File: src/verilog/ooo_cfg_pkg.sv
package ooo_cfg_pkg;

    localparam int DATA_WIDTH     = 32;
    localparam int ADDR_WIDTH     = 32;
    localparam int REG_ADDR_WIDTH = 5;

    localparam int REGMAP_DEPTH = 32;
    localparam int ROB_DEPTH    = 16;
    localparam int TAG_WIDTH    = 4;    // log2 of ROB_DEPTH

    localparam int QUEUE_DEPTH     = 8;
    localparam int QUEUE_PTR_WIDTH = $clog2(QUEUE_DEPTH);

    localparam logic [DATA_WIDTH-1:0] NOP_INSN = 32'h0000_0013; // ADDI x0, x0, 0

endpackage

File: src/verilog/ooo_types_pkg.sv
package ooo_types_pkg;

    import ooo_cfg_pkg::*;

    typedef enum logic [3:0] {
        ALU_ADD,
        ALU_SUB,
        ALU_SLL,
        ALU_SLT,
        ALU_SLTU,
        ALU_XOR,
        ALU_SRL,
        ALU_SRA,
        ALU_OR,
        ALU_AND,
        ALU_PASS_B, // LUI
        ALU_NOP
    } alu_op_e;

    // Major opcodes handled by dispatch
    typedef enum logic [6:0] {
        OPC_OP_IMM = 7'b0010011,
        OPC_OP     = 7'b0110011,
        OPC_LUI    = 7'b0110111
    } opcode_e;

    typedef struct packed {
        logic [ADDR_WIDTH-1:0] addr;
        logic [DATA_WIDTH-1:0] insn;
    } insn_t;

    typedef struct packed {
        logic                  ready;
        logic [TAG_WIDTH-1:0]  tag;    // Producer entry while not ready
        logic [DATA_WIDTH-1:0] data;
    } operand_t;

    typedef struct packed {
        logic                  valid;
        logic [TAG_WIDTH-1:0]  tag;
        alu_op_e               op;
        operand_t              opnd_a;
        operand_t              opnd_b;
        logic [ADDR_WIDTH-1:0] iaddr;
    } rs_packet_t;

    typedef struct packed {
        logic                      alloc;
        logic [REG_ADDR_WIDTH-1:0] rdest;
        logic [ADDR_WIDTH-1:0]     iaddr;
        logic                      has_dest;
    } rob_alloc_t;

    typedef struct packed {
        logic                  valid;
        logic [TAG_WIDTH-1:0]  tag;
        logic [DATA_WIDTH-1:0] data;
    } cdb_t;

    typedef struct packed {
        logic [REG_ADDR_WIDTH-1:0] rs;
    } lookup_req_t;

    typedef operand_t lookup_rsp_t;

    typedef struct packed {
        logic                      valid;
        logic [REG_ADDR_WIDTH-1:0] rd;
        logic [TAG_WIDTH-1:0]      tag;
    } tag_wr_t;

    typedef struct packed {
        logic                      valid;
        logic [REG_ADDR_WIDTH-1:0] rdest;
        logic [DATA_WIDTH-1:0]     data;
    } commit_t;

    // ROB payload, the done bits live beside it
    typedef struct packed {
        logic                      has_dest;
        logic [REG_ADDR_WIDTH-1:0] rdest;
        logic [DATA_WIDTH-1:0]     data;
    } rob_entry_t;

endpackage

File: src/verilog/dispatch.sv
`timescale 1ns/1ps

module dispatch
    import ooo_cfg_pkg::*, ooo_types_pkg::*;
(
    input  logic                 clk,
    input  logic                 i_arst_n,
    input  logic                 i_flush,
    input  insn_t                i_head,
    input  logic                 i_empty,
    input  logic                 i_rob_full,
    input  logic                 i_rs_stall,
    input  logic [TAG_WIDTH-1:0] i_rob_tag,
    output logic                 o_pop,
    output rob_alloc_t           o_alloc,
    output lookup_req_t          o_lookup_a,
    output lookup_req_t          o_lookup_b,
    input  operand_t             i_operand_a,
    input  operand_t             i_operand_b,
    output tag_wr_t              o_tag_wr,
    output rs_packet_t           o_rs_packet
);

    logic [DATA_WIDTH-1:0]     word;
    logic [REG_ADDR_WIDTH-1:0] rd;
    logic                      fire;
    logic                      has_dest;
    logic                      reads_rs1;
    logic                      reads_rs2;
    logic                      use_imm;
    logic [DATA_WIDTH-1:0]     imm;
    alu_op_e                   op;
    rs_packet_t                pkt_d;
    rs_packet_t                pkt_q;
    logic                      pkt_valid_q;

    // Shared funct3 table of OP and OP-IMM
    function automatic alu_op_e funct_to_op(input logic [2:0] funct3, input logic alt);
        case (funct3)
            3'b000:  return alt ? ALU_SUB : ALU_ADD;
            3'b001:  return ALU_SLL;
            3'b010:  return ALU_SLT;
            3'b011:  return ALU_SLTU;
            3'b100:  return ALU_XOR;
            3'b101:  return alt ? ALU_SRA : ALU_SRL;
            3'b110:  return ALU_OR;
            default: return ALU_AND;
        endcase
    endfunction

    assign fire = !i_empty && !i_rob_full && !i_rs_stall && !i_flush;
    assign word = i_empty ? NOP_INSN : i_head.insn;
    assign rd   = word[11:7];

    always_comb begin
        op        = ALU_NOP;
        reads_rs1 = 1'b0;
        reads_rs2 = 1'b0;
        use_imm   = 1'b0;
        has_dest  = 1'b0;
        imm       = '0;
        case (opcode_e'(word[6:0]))
            OPC_OP_IMM: begin
                reads_rs1 = 1'b1;
                use_imm   = 1'b1;
                has_dest  = (rd != '0);
                op        = funct_to_op(word[14:12], word[30] && (word[14:12] == 3'b101));
                if (word[13:12] == 2'b01) imm = DATA_WIDTH'(word[24:20]); // Shift amount only
                else imm = {{(DATA_WIDTH-12){word[31]}}, word[31:20]};
            end
            OPC_OP: begin
                reads_rs1 = 1'b1;
                reads_rs2 = 1'b1;
                has_dest  = (rd != '0);
                op        = funct_to_op(word[14:12], word[30]);
            end
            OPC_LUI: begin
                use_imm  = 1'b1;
                has_dest = (rd != '0);
                op       = ALU_PASS_B;
                imm      = {word[31:12], {12{1'b0}}};
            end
            default: ;
        endcase
    end

    // Unread sources look up x0 and come back ready with zero
    assign o_lookup_a.rs = reads_rs1 ? word[19:15] : '0;
    assign o_lookup_b.rs = reads_rs2 ? word[24:20] : '0;

    assign o_pop = fire;

    assign o_alloc.alloc    = fire;
    assign o_alloc.rdest    = rd;
    assign o_alloc.iaddr    = i_head.addr;
    assign o_alloc.has_dest = has_dest;

    assign o_tag_wr.valid = fire && has_dest;
    assign o_tag_wr.rd    = rd;
    assign o_tag_wr.tag   = i_rob_tag;

    always_comb begin
        pkt_d.valid  = fire;
        pkt_d.tag    = i_rob_tag;
        pkt_d.op     = op;
        pkt_d.opnd_a = i_operand_a;
        pkt_d.opnd_b = use_imm ? '{ready: 1'b1, tag: '0, data: imm} : i_operand_b;
        pkt_d.iaddr  = i_head.addr;
    end

    always_ff @(posedge clk or negedge i_arst_n) begin
        if (!i_arst_n) pkt_valid_q <= 1'b0;
        else pkt_valid_q <= fire;   // One cycle per dispatch
    end

    always_ff @(posedge clk) begin
        if (fire) pkt_q <= pkt_d;
    end

    always_comb begin
        o_rs_packet       = pkt_q;
        o_rs_packet.valid = pkt_valid_q;
    end

endmodule

File: config.mk
export PLATFORM = sky130hd
export DESIGN_NAME = dispatch
export DESIGN_NICKNAME = d
export VERILOG_FILES = /design/src/verilog/ooo_cfg_pkg.sv /design/src/verilog/ooo_types_pkg.sv /design/src/verilog/dispatch.sv
export SDC_FILE = /design/constraint.sdc
export NUM_CORES = 1
export LEC_CHECK = 0
export BUFFER_PORTS_ARGS = -buffer_cell sky130_fd_sc_hd__buf_4
export CORE_AREA = 2 2 127 129
export CTS_BUF_LIST = sky130_fd_sc_hd__clkbuf_4
export DETAILED_ROUTE_END_ITERATION = 7
export DIE_AREA = 0 0 129 131
export GPL_TIMING_DRIVEN = 0
export PLACE_DENSITY_LB_ADDON = 0.25
export SYNTH_ARGS = -nofsm -noshare
export SYNTH_HDL_FRONTEND = slang
export SYNTH_SLANG_ARGS = --single-unit
File: constraint.sdc
create_clock -name clk -period 73.4 [get_ports clk]
set_clock_uncertainty 0.15 [all_clocks]
set_input_delay 22.02 -clock clk [delete_from_list [all_inputs] [get_ports clk]]
set_output_delay 22.02 -clock clk [all_outputs]
set_load 0.02 [all_outputs]
# Word-level counts from Yosys, hierarchy flattened
# Index checks and enable logic that the tools add are counted.
[op_classes]
bitwise_logic = 0
multipliers = 0
n_div = 0
add_sub_neg = 0
n_shift = 0
magnitude_cmp = 0
eq_ne = 10
n_reduce_logical = 14
mux = 17
[op_table]
columns = ["op", "count"]
rows = [
  ["$mux W32", 3],
  ["$pmux W32 S2", 1],
  ["$pmux W4 S7", 2],
  ["$eq A7 B6 Y1 const B", 2],
  ["$pmux W4 S3", 1],
  ["$mux W5", 2],
  ["$eq A3 B3 Y1 const B", 3],
  ["$mux W1", 8],
  ["$eq A7 B5 Y1 const B", 1],
  ["$eq A3 B2 Y1 const B", 2],
  ["$logic_and A1 B1 Y1", 5],
  ["$reduce_bool A5 Y1", 1],
  ["$logic_not A1 Y1", 4],
  ["$reduce_or A2 Y1", 2],
  ["$eq A3 B1 Y1 const B", 1],
  ["$logic_not A3 Y1", 1],
  ["$reduce_or A3 Y1", 1],
  ["$eq A2 B1 Y1 const B", 1],
]
[word_totals]
romBits = 0
input_bits = 148
ram_bits = 0
reg_bits = 115
latch_bits = 0
mem_count = 0
word_cells = 51

# Longest topological paths before layout
# Gate-level depths: netlist of run 1.
[logic_depth]
depth_word = 6
mapped_depth = 5
depth_no_buf = 3

# Least setup slack after synthesis of run 1
# OpenSTA, ideal clock, no wires.
[synth_timing]
path_type = "input -> output"
start = "input port i_rob_full"
end = "output port o_tag_wr[9] in the netlist's numbering"
slack_ns = 15.870
t_arrival_ns = 35.360
n_path_buf = 0
stages = 2
required_ns = 51.230
cell_sequence = "nor4_1 -> and4b_1"
[synth_lines]
columns = ["element", "line", "rtl"]
rows = [
  ["start: declaration", "dispatch.sv:11", "input logic i_rob_full,"],
  ["end: declaration", "dispatch.sv:20", "output tag_wr_t o_tag_wr,"],
]

==> impl_metrics.prom, run 1 <==
# TYPE chip_impl_metric gauge
chip_impl_info{name="outcome",value="finished, final reports clean"} 1
chip_impl_metric{name="core.rowCount",unit=""} 46
chip_impl_metric{name="synthMuxAreaShare",unit="%"} 0
chip_impl_metric{name="final-max-slew-violation-count",unit=""} 0
chip_impl_info{name="cp_cell_sequence",value="buf_4 -> clkbuf_1 -> nor4_2 -> buf_4 -> buf_4 -> buf_6 -> buf_4 -> buf_4 -> buf_4 -> buf_4 -> buf_4"} 1
chip_impl_metric{name="report.final.hold_viol_count",unit=""} 0
chip_impl_metric{name="utilization",unit="%"} 48.86
chip_impl_metric{name="layout-area-overhead-vs-synth",unit="%"} 68.26
chip_impl_metric{name="cts-resized-gates",unit=""} 0
chip_impl_metric{name="drt_iter0_markers",unit=""} 120
chip_impl_info{name="critical_path.top_delay_family",value="buffers and inverters"} 1
chip_impl_metric{name="final_critical_path_setup_slack",unit="ns"} 26.73
chip_impl_metric{name="static-leakage-power",unit="nW"} 3.295
chip_impl_metric{name="p_int",unit="uW"} 108.0
chip_impl_metric{name="netlist-cell-type-count",unit=""} 35
chip_impl_metric{name="die_w",unit="microns"} 129
chip_impl_metric{name="post-place-ws",unit="ns"} 26.72
chip_impl_metric{name="per_cell_via_count_in_the_routed_design",unit=""} 4.275
chip_impl_metric{name="clock_path_buffers",unit=""} 2
chip_impl_metric{name="routed_wirelength",unit="microns"} 13930
chip_impl_metric{name="buffer_and_inverter_count_on_the_worst_path",unit=""} 10
chip_impl_metric{name="peakVddDrop",unit="uV"} 8.086
chip_impl_metric{name="worstPathArrival",unit="ns"} 24.50
chip_impl_metric{name="slew_headroom",unit="%"} 20.04
chip_impl_metric{name="worstMarginPinSlew",unit="ns"} 1.188
chip_impl_metric{name="setup_viol",unit=""} 0
chip_impl_metric{name="maxClockFrequency",unit="GHz"} 0.02143
chip_impl_metric{name="vertical_die_dimension",unit="microns"} 131
chip_impl_metric{name="cts_setup_buffers",unit=""} 0
chip_impl_metric{name="netSwitchingFraction",unit="%"} 24.04
chip_impl_metric{name="worst-path-max-fanout",unit=""} 10
chip_impl_metric{name="grt_pass1_wl",unit="microns"} 19360
chip_impl_metric{name="power_density",unit="nW/um^2"} 18.66
chip_impl_metric{name="synth_simple_gate_area_share",unit="%"} 6.934
chip_impl_metric{name="post_cts_hold_fix_bufs",unit=""} 0
chip_impl_metric{name="largest_net_degree_at_the_start_of_global_routing",unit=""} 17
chip_impl_info{name="worstSetupStartpointType",value="primary input"} 1
chip_impl_metric{name="synth-adder-area-share",unit="%"} 0
chip_impl_metric{name="critPathMaxStageDelay",unit="ns"} 0.63
chip_impl_metric{name="synth-async-reset-ratio",unit="%"} 0.8696
chip_impl_info{name="ys_dominant_reg_cell",value="sky130_fd_sc_hd__edfxtp_1"} 1
chip_impl_metric{name="antenna_violations_before_repair",unit=""} 1
chip_impl_info{name="synth.area.top_cells",value="sky130_fd_sc_hd__edfxtp_1 (76%), sky130_fd_sc_hd__buf_4 (7.3%), sky130_fd_sc_hd__a221o_1 (4.4%)"} 1
chip_impl_info{name="yosysMostFrequentCell",value="sky130_fd_sc_hd__edfxtp_1"} 1
chip_impl_metric{name="dieArea",unit="sq um"} 16900
chip_impl_metric{name="cap_viol_max_count",unit=""} 0
chip_impl_metric{name="place.gp.congestion",unit=""} 0.8049
chip_impl_metric{name="top_level_ports",unit=""} 323
chip_impl_metric{name="synth_edf_count",unit=""} 114
chip_impl_metric{name="share_comb_of_total_power",unit="%"} 15.3
chip_impl_metric{name="numCtsBuffers",unit=""} 17
chip_impl_info{name="worst_setup_path_end_kind",value="output port"} 1
chip_impl_metric{name="net_switching_power_figure",unit="uW"} 34.18
chip_impl_metric{name="pwr-share-seq",unit="%"} 52.6
chip_impl_info{name="synth_top_family_by_area",value="buffers and inverters"} 1
chip_impl_info{name="post-synth-top-area-cell",value="sky130_fd_sc_hd__edfxtp_1"} 1
chip_impl_metric{name="p_clk_share",unit="%"} 32.1
chip_impl_metric{name="synth_area",unit="sq um"} 4529
chip_impl_metric{name="ys_warn_count",unit=""} 0
chip_impl_info{name="cpMostUsedCell",value="sky130_fd_sc_hd__buf_4"} 1
chip_impl_metric{name="synth-compound-area-share",unit="%"} 8.039
chip_impl_info{name="hold_class",value="primary input to asynchronous set/reset pin"} 1
chip_impl_metric{name="netlist_instances",unit=""} 258
chip_impl_metric{name="drtAntennaViolNets",unit=""} 0
chip_impl_metric{name="yosys.area_share.xor_xnor",unit="%"} 0.1934
chip_impl_info{name="grt_setup_unrepaired",value="false"} 1
chip_impl_info{name="cts_tree",value="built"} 1
chip_impl_info{name="post_synth_most_frequent_cells",value="sky130_fd_sc_hd__edfxtp_1 (114), sky130_fd_sc_hd__buf_4 (44), sky130_fd_sc_hd__a221o_1 (20)"} 1
chip_impl_metric{name="fin_crit_sh",unit="%"} 63.58
chip_impl_metric{name="vias_in_the_first_global_route",unit=""} 3698
chip_impl_metric{name="post_synth.cell_area_avg",unit="sq um"} 17.56
chip_impl_info{name="crit_slowest_cell",value="sky130_fd_sc_hd__nor4_2"} 1
chip_impl_info{name="timing_worst_setup_path_type",value="primary input to output port"} 1
chip_impl_metric{name="drive_gt1_share",unit="%"} 67.15
chip_impl_metric{name="final_net_count",unit=""} 762
chip_impl_metric{name="place_hpwl",unit="microns"} 11170
chip_impl_metric{name="mappedNetlistNets",unit=""} 406
chip_impl_metric{name="postSynthRegisterBits",unit=""} 115
chip_impl_metric{name="cts.clk_slew.worst_paths",unit="ns"} 0.10
chip_impl_metric{name="drt_drc_violations_left",unit=""} 0
chip_impl_metric{name="cts-htree-levels",unit=""} 4
chip_impl_metric{name="worstPathRequired",unit="ns"} 51.23
chip_impl_metric{name="fin_crit",unit="ns"} 46.67
chip_impl_metric{name="vias",unit=""} 3608
chip_impl_metric{name="first_pass_iters",unit=""} 4
chip_impl_info{name="root_buffer_master",value="sky130_fd_sc_hd__clkbuf_4"} 1
chip_impl_metric{name="core",unit="sq um"} 15600
chip_impl_metric{name="grt_overflow_total",unit=""} 0
chip_impl_metric{name="tritoncts_num_sinks",unit=""} 115
chip_impl_metric{name="wl_per_cell",unit="microns"} 16.50
chip_impl_metric{name="numPortBuffers",unit=""} 322
chip_impl_metric{name="grt_util_all_layers",unit="%"} 15.54
chip_impl_metric{name="synth_top_area_share",unit="%"} 75.58
chip_impl_metric{name="tns",unit="ns"} 0
chip_impl_metric{name="synth_seq_area_share",unit="%"} 76.13
chip_impl_metric{name="start_util",unit="%"} 29.04
final cells by class:
class / count / area [sq um]
sequential: 115 / 3448
tap: 216 / 270.3
multi-input combinational: 87 / 693.2
timing repair buffer: 337 / 2537
inverter: 3 / 11.26
clock buffer: 22 / 165.2
clock inverter: 10 / 110.1
buffer: 53 / 382.9
antenna: 1 / 2.502
fill: 1402 / 7976
path summary, 6_finish.rpt:
check,startpoint,end,cells after the start
min in group clk,i_operand_a[24],o_rs_packet[93],1
max,i_empty,o_alloc[38],11
max in group asynchronous,i_arst_n,pkt_valid_q,1
min,i_arst_n,pkt_valid_q,1
routing by layer:
| metal | vias up | share of wire [%] | track usage, % |
|---|---|---|---|
| li1 | 1688 | - | - |
| met1 | 1702 | 36 | 16.33 |
| met2 | 200 | 53 | 28.04 |
| met3 | 18 | 9.6 | 6.230 |
| met4 | 0 | 1.7 | 5.946 |
| met5 | - | 0 | 0 |
cells by family after synthesis:
family | Yosys count
flip-flops | 115
buffers and inverters | 56
AND/OR/NAND/NOR | 45
AO/OA/AOI/OAI | 41
XOR/XNOR | 1
flip-flops by register name, summed over array words and instances, names as in the netlist:
| name | count |
|---|---|
| pkt_valid_q | 1 |
| o_rs_packet | 114 |
layout by cell type (no fill, tap or decap), types with 2 or more instances in the layout:
cell type,Yosys,final
sky130_fd_sc_hd__clkbuf_1,4,4
sky130_fd_sc_hd__a211oi_1,2,2
sky130_fd_sc_hd__buf_6,2,4
sky130_fd_sc_hd__nand2b_1,3,3
sky130_fd_sc_hd__a221o_1,20,20
sky130_fd_sc_hd__buf_4,44,379
sky130_fd_sc_hd__clkinvlp_4,0,3
sky130_fd_sc_hd__nor2_1,4,4
sky130_fd_sc_hd__a22o_1,11,11
sky130_fd_sc_hd__nor4_1,4,3
sky130_fd_sc_hd__a21oi_1,3,3
sky130_fd_sc_hd__bufinv_16,0,2
sky130_fd_sc_hd__inv_1,3,3
sky130_fd_sc_hd__clkbuf_4,0,22
sky130_fd_sc_hd__edfxtp_1,114,114
sky130_fd_sc_hd__and3b_1,2,2
sky130_fd_sc_hd__nor2b_1,6,6
sky130_fd_sc_hd__buf_2,3,3
sky130_fd_sc_hd__and2_1,14,14
sky130_fd_sc_hd__clkinv_2,0,3
power groups by stage:
stage | Combinational (mW) | Clock (mW) | Sequential [mW]
floorplan | 0.00616 | 0 | 0.0794
global placement | 0.0212 | 0 | 0.0770
detailed placement | 0.0219 | 0 | 0.0764
CTS | 0.0220 | 0.0476 | 0.0749
global route | 0.0231 | 0.0504 | 0.0751
finish | 0.0218 | 0.0456 | 0.0748
metrics by stage:
step	total power, mW	std cells	hold slack [ns]	instance area [sq um]
2_1_floorplan	0.08557	258	21.57	4529
3_3_place_gp	0.09827	796	21.65	7217
3_5_place_dp	0.09832	811	21.65	7343
4_1_cts	0.1444	843	21.06	7619
5_1_grt	0.1486	844	21.05	7621
6_report	0.1422	844	21.12	7621
Note: power is estimated with default switching activity, not from simulation.
==> run 2: changes to the inputs <==
--- a/config.mk
+++ b/config.mk
@@ -6,10 +6,10 @@
 export NUM_CORES = 1
 export LEC_CHECK = 0
 export BUFFER_PORTS_ARGS = -buffer_cell sky130_fd_sc_hd__buf_4
-export CORE_AREA = 2 2 127 129
+export CORE_AREA = 2 2 124 126
 export CTS_BUF_LIST = sky130_fd_sc_hd__clkbuf_4
 export DETAILED_ROUTE_END_ITERATION = 7
-export DIE_AREA = 0 0 129 131
+export DIE_AREA = 0 0 126 128
 export GPL_TIMING_DRIVEN = 0
 export PLACE_DENSITY_LB_ADDON = 0.25
 export SYNTH_ARGS = -nofsm -noshare
==> constraint.sdc (replaced) <==
create_clock -name clk -period 46 [get_ports clk]
set_clock_uncertainty 0.15 [all_clocks]
set_input_delay 13.8 -clock clk [delete_from_list [all_inputs] [get_ports clk]]
set_output_delay 13.8 -clock clk [all_outputs]
set_load 0.02 [all_outputs]
==> run 2 against run 1 <==
Non-clock buffer count down 1. Routed wire length up 0.53%. Sequential power up 59%. Clock power up 120%. Hold slack worse by 8.2 ns. Total power up 78%. Core utilization up 2.9 points. Critical endpoint unchanged.
==> impl_metrics.prom, run 2 (same netlist as run 1, synthesis figures left out) <==
# TYPE chip_impl_metric gauge
chip_impl_metric{name="layout-area-overhead-vs-synth",unit="%"} 69.83
chip_impl_metric{name="power_density",unit="nW/um^2"} 32.86
chip_impl_metric{name="place_hpwl",unit="microns"} 11250
chip_impl_metric{name="dieArea",unit="sq um"} 16130
chip_impl_metric{name="core.rowCount",unit=""} 45
chip_impl_metric{name="slew_headroom",unit="%"} 35.27
chip_impl_info{name="worst_setup_path_end_kind",value="output port"} 1
chip_impl_metric{name="die_w",unit="microns"} 126
chip_impl_metric{name="worstPathArrival",unit="ns"} 16.52
chip_impl_metric{name="ff_latch_area",unit="sq um"} 3448
chip_impl_metric{name="report.final.hold_viol_count",unit=""} 0
chip_impl_metric{name="drtAntennaViolNets",unit=""} 0
chip_impl_metric{name="largest_net_degree_at_the_start_of_global_routing",unit=""} 17
chip_impl_metric{name="cap_viol_max_count",unit=""} 0
chip_impl_metric{name="vertical_die_dimension",unit="microns"} 128
chip_impl_metric{name="insertedDiodeCount",unit=""} 0
chip_impl_metric{name="drt_drc_violations_left",unit=""} 0
chip_impl_metric{name="tns",unit="ns"} 0
chip_impl_metric{name="final-max-slew-violation-count",unit=""} 0
chip_impl_info{name="final_cell_mix",value="sky130_fd_sc_hd__buf_4 (378), sky130_fd_sc_hd__edfxtp_1 (114), sky130_fd_sc_hd__a221o_1 (20)"} 1
chip_impl_metric{name="numPortBuffers",unit=""} 322
chip_impl_metric{name="start_util",unit="%"} 30.47
chip_impl_metric{name="setup_viol",unit=""} 0
chip_impl_metric{name="drt_iter0_markers",unit=""} 196
chip_impl_metric{name="cts-htree-levels",unit=""} 4
chip_impl_metric{name="peakVddDrop",unit="uV"} 14.56
chip_impl_metric{name="antenna_violations_before_repair",unit=""} 0
chip_impl_metric{name="multi_input_comb_area",unit="sq um"} 693.2
chip_impl_metric{name="core",unit="sq um"} 14860
chip_impl_metric{name="worst_hold_slack",unit="ns"} 12.89
chip_impl_metric{name="worstPathRequired",unit="ns"} 32.05
chip_impl_metric{name="worst-path-max-fanout",unit=""} 10
chip_impl_metric{name="grt_overflow_total",unit=""} 0
chip_impl_metric{name="n_fill_cell",unit=""} 1300
chip_impl_metric{name="first_pass_iters",unit=""} 4
chip_impl_metric{name="final_net_count",unit=""} 761
chip_impl_metric{name="p_total",unit="uW"} 252.8
chip_impl_metric{name="vias_in_the_first_global_route",unit=""} 3583
chip_impl_metric{name="per_cell_via_count_in_the_routed_design",unit=""} 4.439
chip_impl_info{name="hold_class",value="primary input to asynchronous set/reset pin"} 1
chip_impl_metric{name="largest_reg_flops",unit=""} 114
chip_impl_metric{name="post_cts_hold_fix_bufs",unit=""} 0
chip_impl_metric{name="worstMarginPinSlew",unit="ns"} 0.9629
chip_impl_metric{name="numCtsBuffers",unit=""} 17
chip_impl_metric{name="wl_per_cell",unit="microns"} 17.20
chip_impl_metric{name="cts-resized-gates",unit=""} 0
chip_impl_metric{name="grt_pass1_wl",unit="microns"} 20040
chip_impl_info{name="cts_tree",value="built"} 1
chip_impl_metric{name="vias",unit=""} 3613
chip_impl_info{name="timing_worst_setup_path_type",value="primary input to output port"} 1
chip_impl_metric{name="routed_wirelength",unit="microns"} 14000
chip_impl_info{name="outcome",value="finished, final reports clean"} 1
chip_impl_metric{name="top_level_ports",unit=""} 323
chip_impl_info{name="grt_setup_unrepaired",value="false"} 1
chip_impl_metric{name="static-leakage-power",unit="nW"} 3.345
chip_impl_metric{name="grt_util_all_layers",unit="%"} 16.72
chip_impl_metric{name="cts.clk_slew.worst_paths",unit="ns"} 0.10
chip_impl_metric{name="fin_crit",unit="ns"} 30.47
chip_impl_info{name="final_common_cell",value="sky130_fd_sc_hd__buf_4"} 1
chip_impl_info{name="worstSetupStartpointType",value="primary input"} 1
chip_impl_metric{name="tritoncts_num_sinks",unit=""} 115
chip_impl_metric{name="utilization",unit="%"} 51.75
chip_impl_metric{name="maxClockFrequency",unit="GHz"} 0.03282
chip_impl_info{name="worst_setup_path_startpoint",value="i_empty"} 1
chip_impl_metric{name="place.gp.congestion",unit=""} 0.7867
chip_impl_metric{name="cts_setup_buffers",unit=""} 0
chip_impl_metric{name="clock_path_buffers",unit=""} 2
chip_impl_info{name="root_buffer_master",value="sky130_fd_sc_hd__clkbuf_4"} 1
chip_impl_metric{name="fin_crit_sh",unit="%"} 66.25
chip_impl_metric{name="drive_gt1_share",unit="%"} 66.93
==> run 2: cell types whose count changed in the layout (fill, tap and decap cells not counted), moves of 2 or more <==
cell	previous run	this run
sky130_fd_sc_hd__clkinvlp_4	3	1
sky130_fd_sc_hd__clkinv_2	3	1
sky130_fd_sc_hd__bufinv_16	2	7
sky130_fd_sc_hd__clkbuf_4	22	18
sky130_fd_sc_hd__inv_6	0	2
==> run 2: path summary, 6_finish.rpt <==
| check | end | slack [ns] | depth (start not counted) |
|---|---|---|---|
| hold / removal | pkt_valid_q | 12.89 | 1 |
| setup / recovery | o_alloc[38] | 15.53 | 11 |
| max in group asynchronous | pkt_valid_q | 32.73 | 1 |
| min in group clk | o_rs_packet[72] | 13.30 | 1 |
==> run 2: metrics by stage <==
| stage | std cells | setup slack, ns | instance area, sq um |
|---|---|---|---|
| 3_5_place_dp | 782 | 15.50 | 7301 |
| 6_report | 814 | 15.53 | 7692 |
| 5_1_grt | 814 | 15.28 | 7692 |
| 2_1_floorplan | 258 | 4.910 | 4529 |
| 4_1_cts | 814 | 15.48 | 7692 |
| 3_3_place_gp | 768 | 0.8698 | 7182 |
==> run 2: cell type report <==
cell class | instances | share of cell area [%]
sequential | 115 | 44.83
clock inverter | 14 | 3.334
tap | 188 | 3.058
inverter | 3 | 0.1464
multi-input combinational | 87 | 9.011
buffer | 53 | 4.977
timing repair buffer | 336 | 32.89
clock buffer | 18 | 1.757
==> run 2: worst max-delay path: stages <==
cell                       delay [ns]
sky130_fd_sc_hd__buf_4           0.13
sky130_fd_sc_hd__clkbuf_1        0.21
sky130_fd_sc_hd__nor4_2          0.89
sky130_fd_sc_hd__buf_6           0.25
sky130_fd_sc_hd__buf_4           0.20
sky130_fd_sc_hd__buf_4           0.21
sky130_fd_sc_hd__buf_4           0.19
sky130_fd_sc_hd__buf_4           0.19
sky130_fd_sc_hd__buf_4           0.20
sky130_fd_sc_hd__buf_4           0.12
sky130_fd_sc_hd__buf_4           0.12
==> run 2: where the power goes <==
part	internal [mW]	leakage [nW]	switching [mW]
logic	0.0188	2.13	0.0157
registers	0.119	1.01	0.000873
clock network	0.0601	0.202	0.0387
==> run 2: metal layers <==
| metal | GRT usage (%) | wire, microns | part of all wire (%) |
|---|---|---|---|
| met1 | 17.90 | 5070 | 36 |
| met2 | 30.17 | 7487 | 53 |
| met3 | 6.511 | 1278 | 9.1 |
| met4 | 5.753 | 163 | 1.2 |
| met5 | 0 | 0 | 0 |
==> run 3: changes to the inputs <==
--- a/config.mk
+++ b/config.mk
@@ -6,10 +6,10 @@
 export NUM_CORES = 1
 export LEC_CHECK = 0
 export BUFFER_PORTS_ARGS = -buffer_cell sky130_fd_sc_hd__buf_4
-export CORE_AREA = 2 2 124 126
+export CORE_AREA = 2 2 126 128
 export CTS_BUF_LIST = sky130_fd_sc_hd__clkbuf_4
 export DETAILED_ROUTE_END_ITERATION = 7
-export DIE_AREA = 0 0 126 128
+export DIE_AREA = 0 0 128 130
 export GPL_TIMING_DRIVEN = 0
 export PLACE_DENSITY_LB_ADDON = 0.25
 export SYNTH_ARGS = -nofsm -noshare
==> constraint.sdc (replaced) <==
create_clock -name clk -period 24.7 [get_ports clk]
set_clock_uncertainty 0.15 [all_clocks]
set_input_delay 7.41 -clock clk [delete_from_list [all_inputs] [get_ports clk]]
set_output_delay 7.41 -clock clk [all_outputs]
set_load 0.02 [all_outputs]
==> run 3 against run 2 <==
Total power grew 76%. Count of clock-buffer cells in the layout shrank 1. Cell area shrank 0.85%. Routed wire length shrank 2.7%. Clock power grew 60%. Sequential power grew 87%. Sequential share of layout area grew 0.38 points. Core utilization shrank 2.3 points. Combinational power grew 86%. Die area grew 3.2%.
==> impl_metrics.prom, run 3 (same netlist as run 1, synthesis figures left out) <==
# TYPE chip_impl_metric gauge
chip_impl_info{name="outcome",value="finished, final reports clean"} 1
chip_impl_metric{name="power_density",unit="nW/um^2"} 58.27
chip_impl_metric{name="grt_pass1_wl",unit="microns"} 18800
chip_impl_metric{name="vias_in_the_first_global_route",unit=""} 3481
chip_impl_metric{name="antenna_violations_before_repair",unit=""} 0
chip_impl_metric{name="post_cts_hold_fix_bufs",unit=""} 0
chip_impl_metric{name="first_pass_iters",unit=""} 5
chip_impl_metric{name="vertical_die_dimension",unit="microns"} 130
chip_impl_metric{name="critical_path_cell_count",unit=""} 8
chip_impl_metric{name="fin_crit",unit="ns"} 16.82
chip_impl_metric{name="largest_net_degree_at_the_start_of_global_routing",unit=""} 17
chip_impl_metric{name="worstMarginPinSlew",unit="ns"} 1.107
chip_impl_metric{name="layout-area-overhead-vs-synth",unit="%"} 68.40
chip_impl_metric{name="p_total",unit="uW"} 444.5
chip_impl_metric{name="largest_reg_flops",unit=""} 114
chip_impl_metric{name="per_cell_via_count_in_the_routed_design",unit=""} 4.408
chip_impl_metric{name="worstPathRequired",unit="ns"} 17.14
chip_impl_info{name="worst_setup_path_end_kind",value="output port"} 1
chip_impl_metric{name="maxClockFrequency",unit="GHz"} 0.05944
chip_impl_metric{name="cts.clk_slew.worst_paths",unit="ns"} 0.10
chip_impl_metric{name="tritoncts_num_sinks",unit=""} 115
chip_impl_metric{name="worst-path-max-fanout",unit=""} 16
chip_impl_metric{name="drt_iter0_markers",unit=""} 148
chip_impl_metric{name="final_net_count",unit=""} 755
chip_impl_metric{name="n_fill_cell",unit=""} 1404
chip_impl_metric{name="grt_overflow_total",unit=""} 0
chip_impl_info{name="final_cell_mix",value="sky130_fd_sc_hd__buf_4 (366), sky130_fd_sc_hd__edfxtp_1 (114), sky130_fd_sc_hd__a221o_1 (20)"} 1
chip_impl_metric{name="multi_input_comb_area",unit="sq um"} 701.9
chip_impl_metric{name="slew_headroom",unit="%"} 25.50
chip_impl_metric{name="top_level_ports",unit=""} 323
chip_impl_metric{name="worstPathArrival",unit="ns"} 9.26
chip_impl_info{name="critical_path.top_delay_family",value="buffers and inverters"} 1
chip_impl_info{name="root_buffer_master",value="sky130_fd_sc_hd__clkbuf_4"} 1
chip_impl_metric{name="cts-resized-gates",unit=""} 0
chip_impl_metric{name="cts-htree-levels",unit=""} 4
chip_impl_info{name="worstSetupStartpointType",value="primary input"} 1
chip_impl_metric{name="drt_drc_violations_left",unit=""} 0
chip_impl_metric{name="setup_viol",unit=""} 0
chip_impl_metric{name="report.final.hold_viol_count",unit=""} 0
chip_impl_metric{name="start_util",unit="%"} 29.36
chip_impl_metric{name="insertedDiodeCount",unit=""} 0
chip_impl_metric{name="final-max-slew-violation-count",unit=""} 0
chip_impl_metric{name="fin_crit_sh",unit="%"} 68.11
chip_impl_metric{name="cts_setup_buffers",unit=""} 0
chip_impl_metric{name="core.rowCount",unit=""} 46
chip_impl_metric{name="routed_wirelength",unit="microns"} 13620
chip_impl_metric{name="core",unit="sq um"} 15420
chip_impl_info{name="crit_slowest_cell",value="sky130_fd_sc_hd__nor4_4"} 1
chip_impl_metric{name="drtAntennaViolNets",unit=""} 0
chip_impl_metric{name="clock_path_buffers",unit=""} 2
chip_impl_metric{name="die_w",unit="microns"} 128
chip_impl_info{name="final_common_cell",value="sky130_fd_sc_hd__buf_4"} 1
chip_impl_metric{name="place.gp.congestion",unit=""} 0.7912
chip_impl_metric{name="drive_gt1_share",unit="%"} 66.77
chip_impl_metric{name="grt_util_all_layers",unit="%"} 15.47
chip_impl_metric{name="numCtsBuffers",unit=""} 17
chip_impl_metric{name="worst_hold_slack",unit="ns"} 6.504
chip_impl_info{name="cts_tree",value="built"} 1
chip_impl_metric{name="ff_latch_area",unit="sq um"} 3448
chip_impl_metric{name="dieArea",unit="sq um"} 16640
chip_impl_info{name="timing_worst_setup_path_type",value="primary input to output port"} 1
chip_impl_metric{name="critPathMaxStageDelay",unit="ns"} 0.58
chip_impl_metric{name="cap_viol_max_count",unit=""} 0
chip_impl_metric{name="static-leakage-power",unit="nW"} 3.285
chip_impl_info{name="grt_setup_unrepaired",value="false"} 1
chip_impl_metric{name="place_hpwl",unit="microns"} 10940
chip_impl_info{name="cp_cell_sequence",value="buf_4 -> clkbuf_1 -> nor4_4 -> buf_6 -> buf_6 -> buf_6 -> buf_4 -> buf_4"} 1
chip_impl_metric{name="numPortBuffers",unit=""} 322
chip_impl_metric{name="buffer_and_inverter_count_on_the_worst_path",unit=""} 7
chip_impl_metric{name="wl_per_cell",unit="microns"} 16.78
chip_impl_metric{name="peakVddDrop",unit="uV"} 31.54
chip_impl_metric{name="vias",unit=""} 3579
chip_impl_info{name="hold_class",value="primary input to asynchronous set/reset pin"} 1
## run 3: cell types whose count changed in the layout (fill, tap and decap cells not counted), moves of 2 or more
cell	delta
sky130_fd_sc_hd__buf_4	-12
sky130_fd_sc_hd__buf_6	+5
sky130_fd_sc_hd__bufinv_16	-3
sky130_fd_sc_hd__clkinvlp_4	+2
sky130_fd_sc_hd__inv_6	+2
## run 3: worst paths after layout
path                       slack [ns]             from              end
setup / recovery                 7.88          i_empty      o_alloc[38]
min in group clk                 6.91  i_operand_a[13]  o_rs_packet[82]
hold / removal                   6.50         i_arst_n      pkt_valid_q
max in group asynchronous       17.82         i_arst_n      pkt_valid_q
## run 3: per-layer routing
layer | GRT usage [%] | routed length, microns | up-vias
met5 | 0 | 0 | -
met4 | 5.947 | 245 | 0
met3 | 7.421 | 1399 | 17
met2 | 27.40 | 7191 | 211
met1 | 15.91 | 4787 | 1674
li1 | - | - | 1677
## run 3: where the power goes
| group | switching [mW] | internal, mW |
|---|---|---|
| sequential | 0.00154 | 0.221 |
| clock | 0.0766 | 0.0813 |
| combinational | 0.0291 | 0.0350 |
## run 3: final cells by class
| type | instances | area share (%) |
|---|---|---|
| Tap cell | 192 | 3.150 |
| Inverter | 3 | 0.1476 |
| Clock buffer | 17 | 1.673 |
| Buffer | 53 | 5.020 |
| Timing Repair Buffer | 330 | 32.92 |
| Clock inverter | 15 | 2.674 |
| Sequential cell | 115 | 45.21 |
| Multi-Input combinational cell | 87 | 9.203 |
## run 3: metrics by stage
step	instances	utilization [%]	TNS (ns)	worst slack, ns	instance area (sq um)
6_report	812	49.45	0	7.877	7627
5_1_grt	812	49.45	0	7.727	7627
4_1_cts	812	49.45	0	7.828	7627
3_5_place_dp	780	47.30	0	7.826	7296
3_3_place_gp	772	46.63	-2.113	-0.8220	7193
2_1_floorplan	258	-	0	1.851	4536
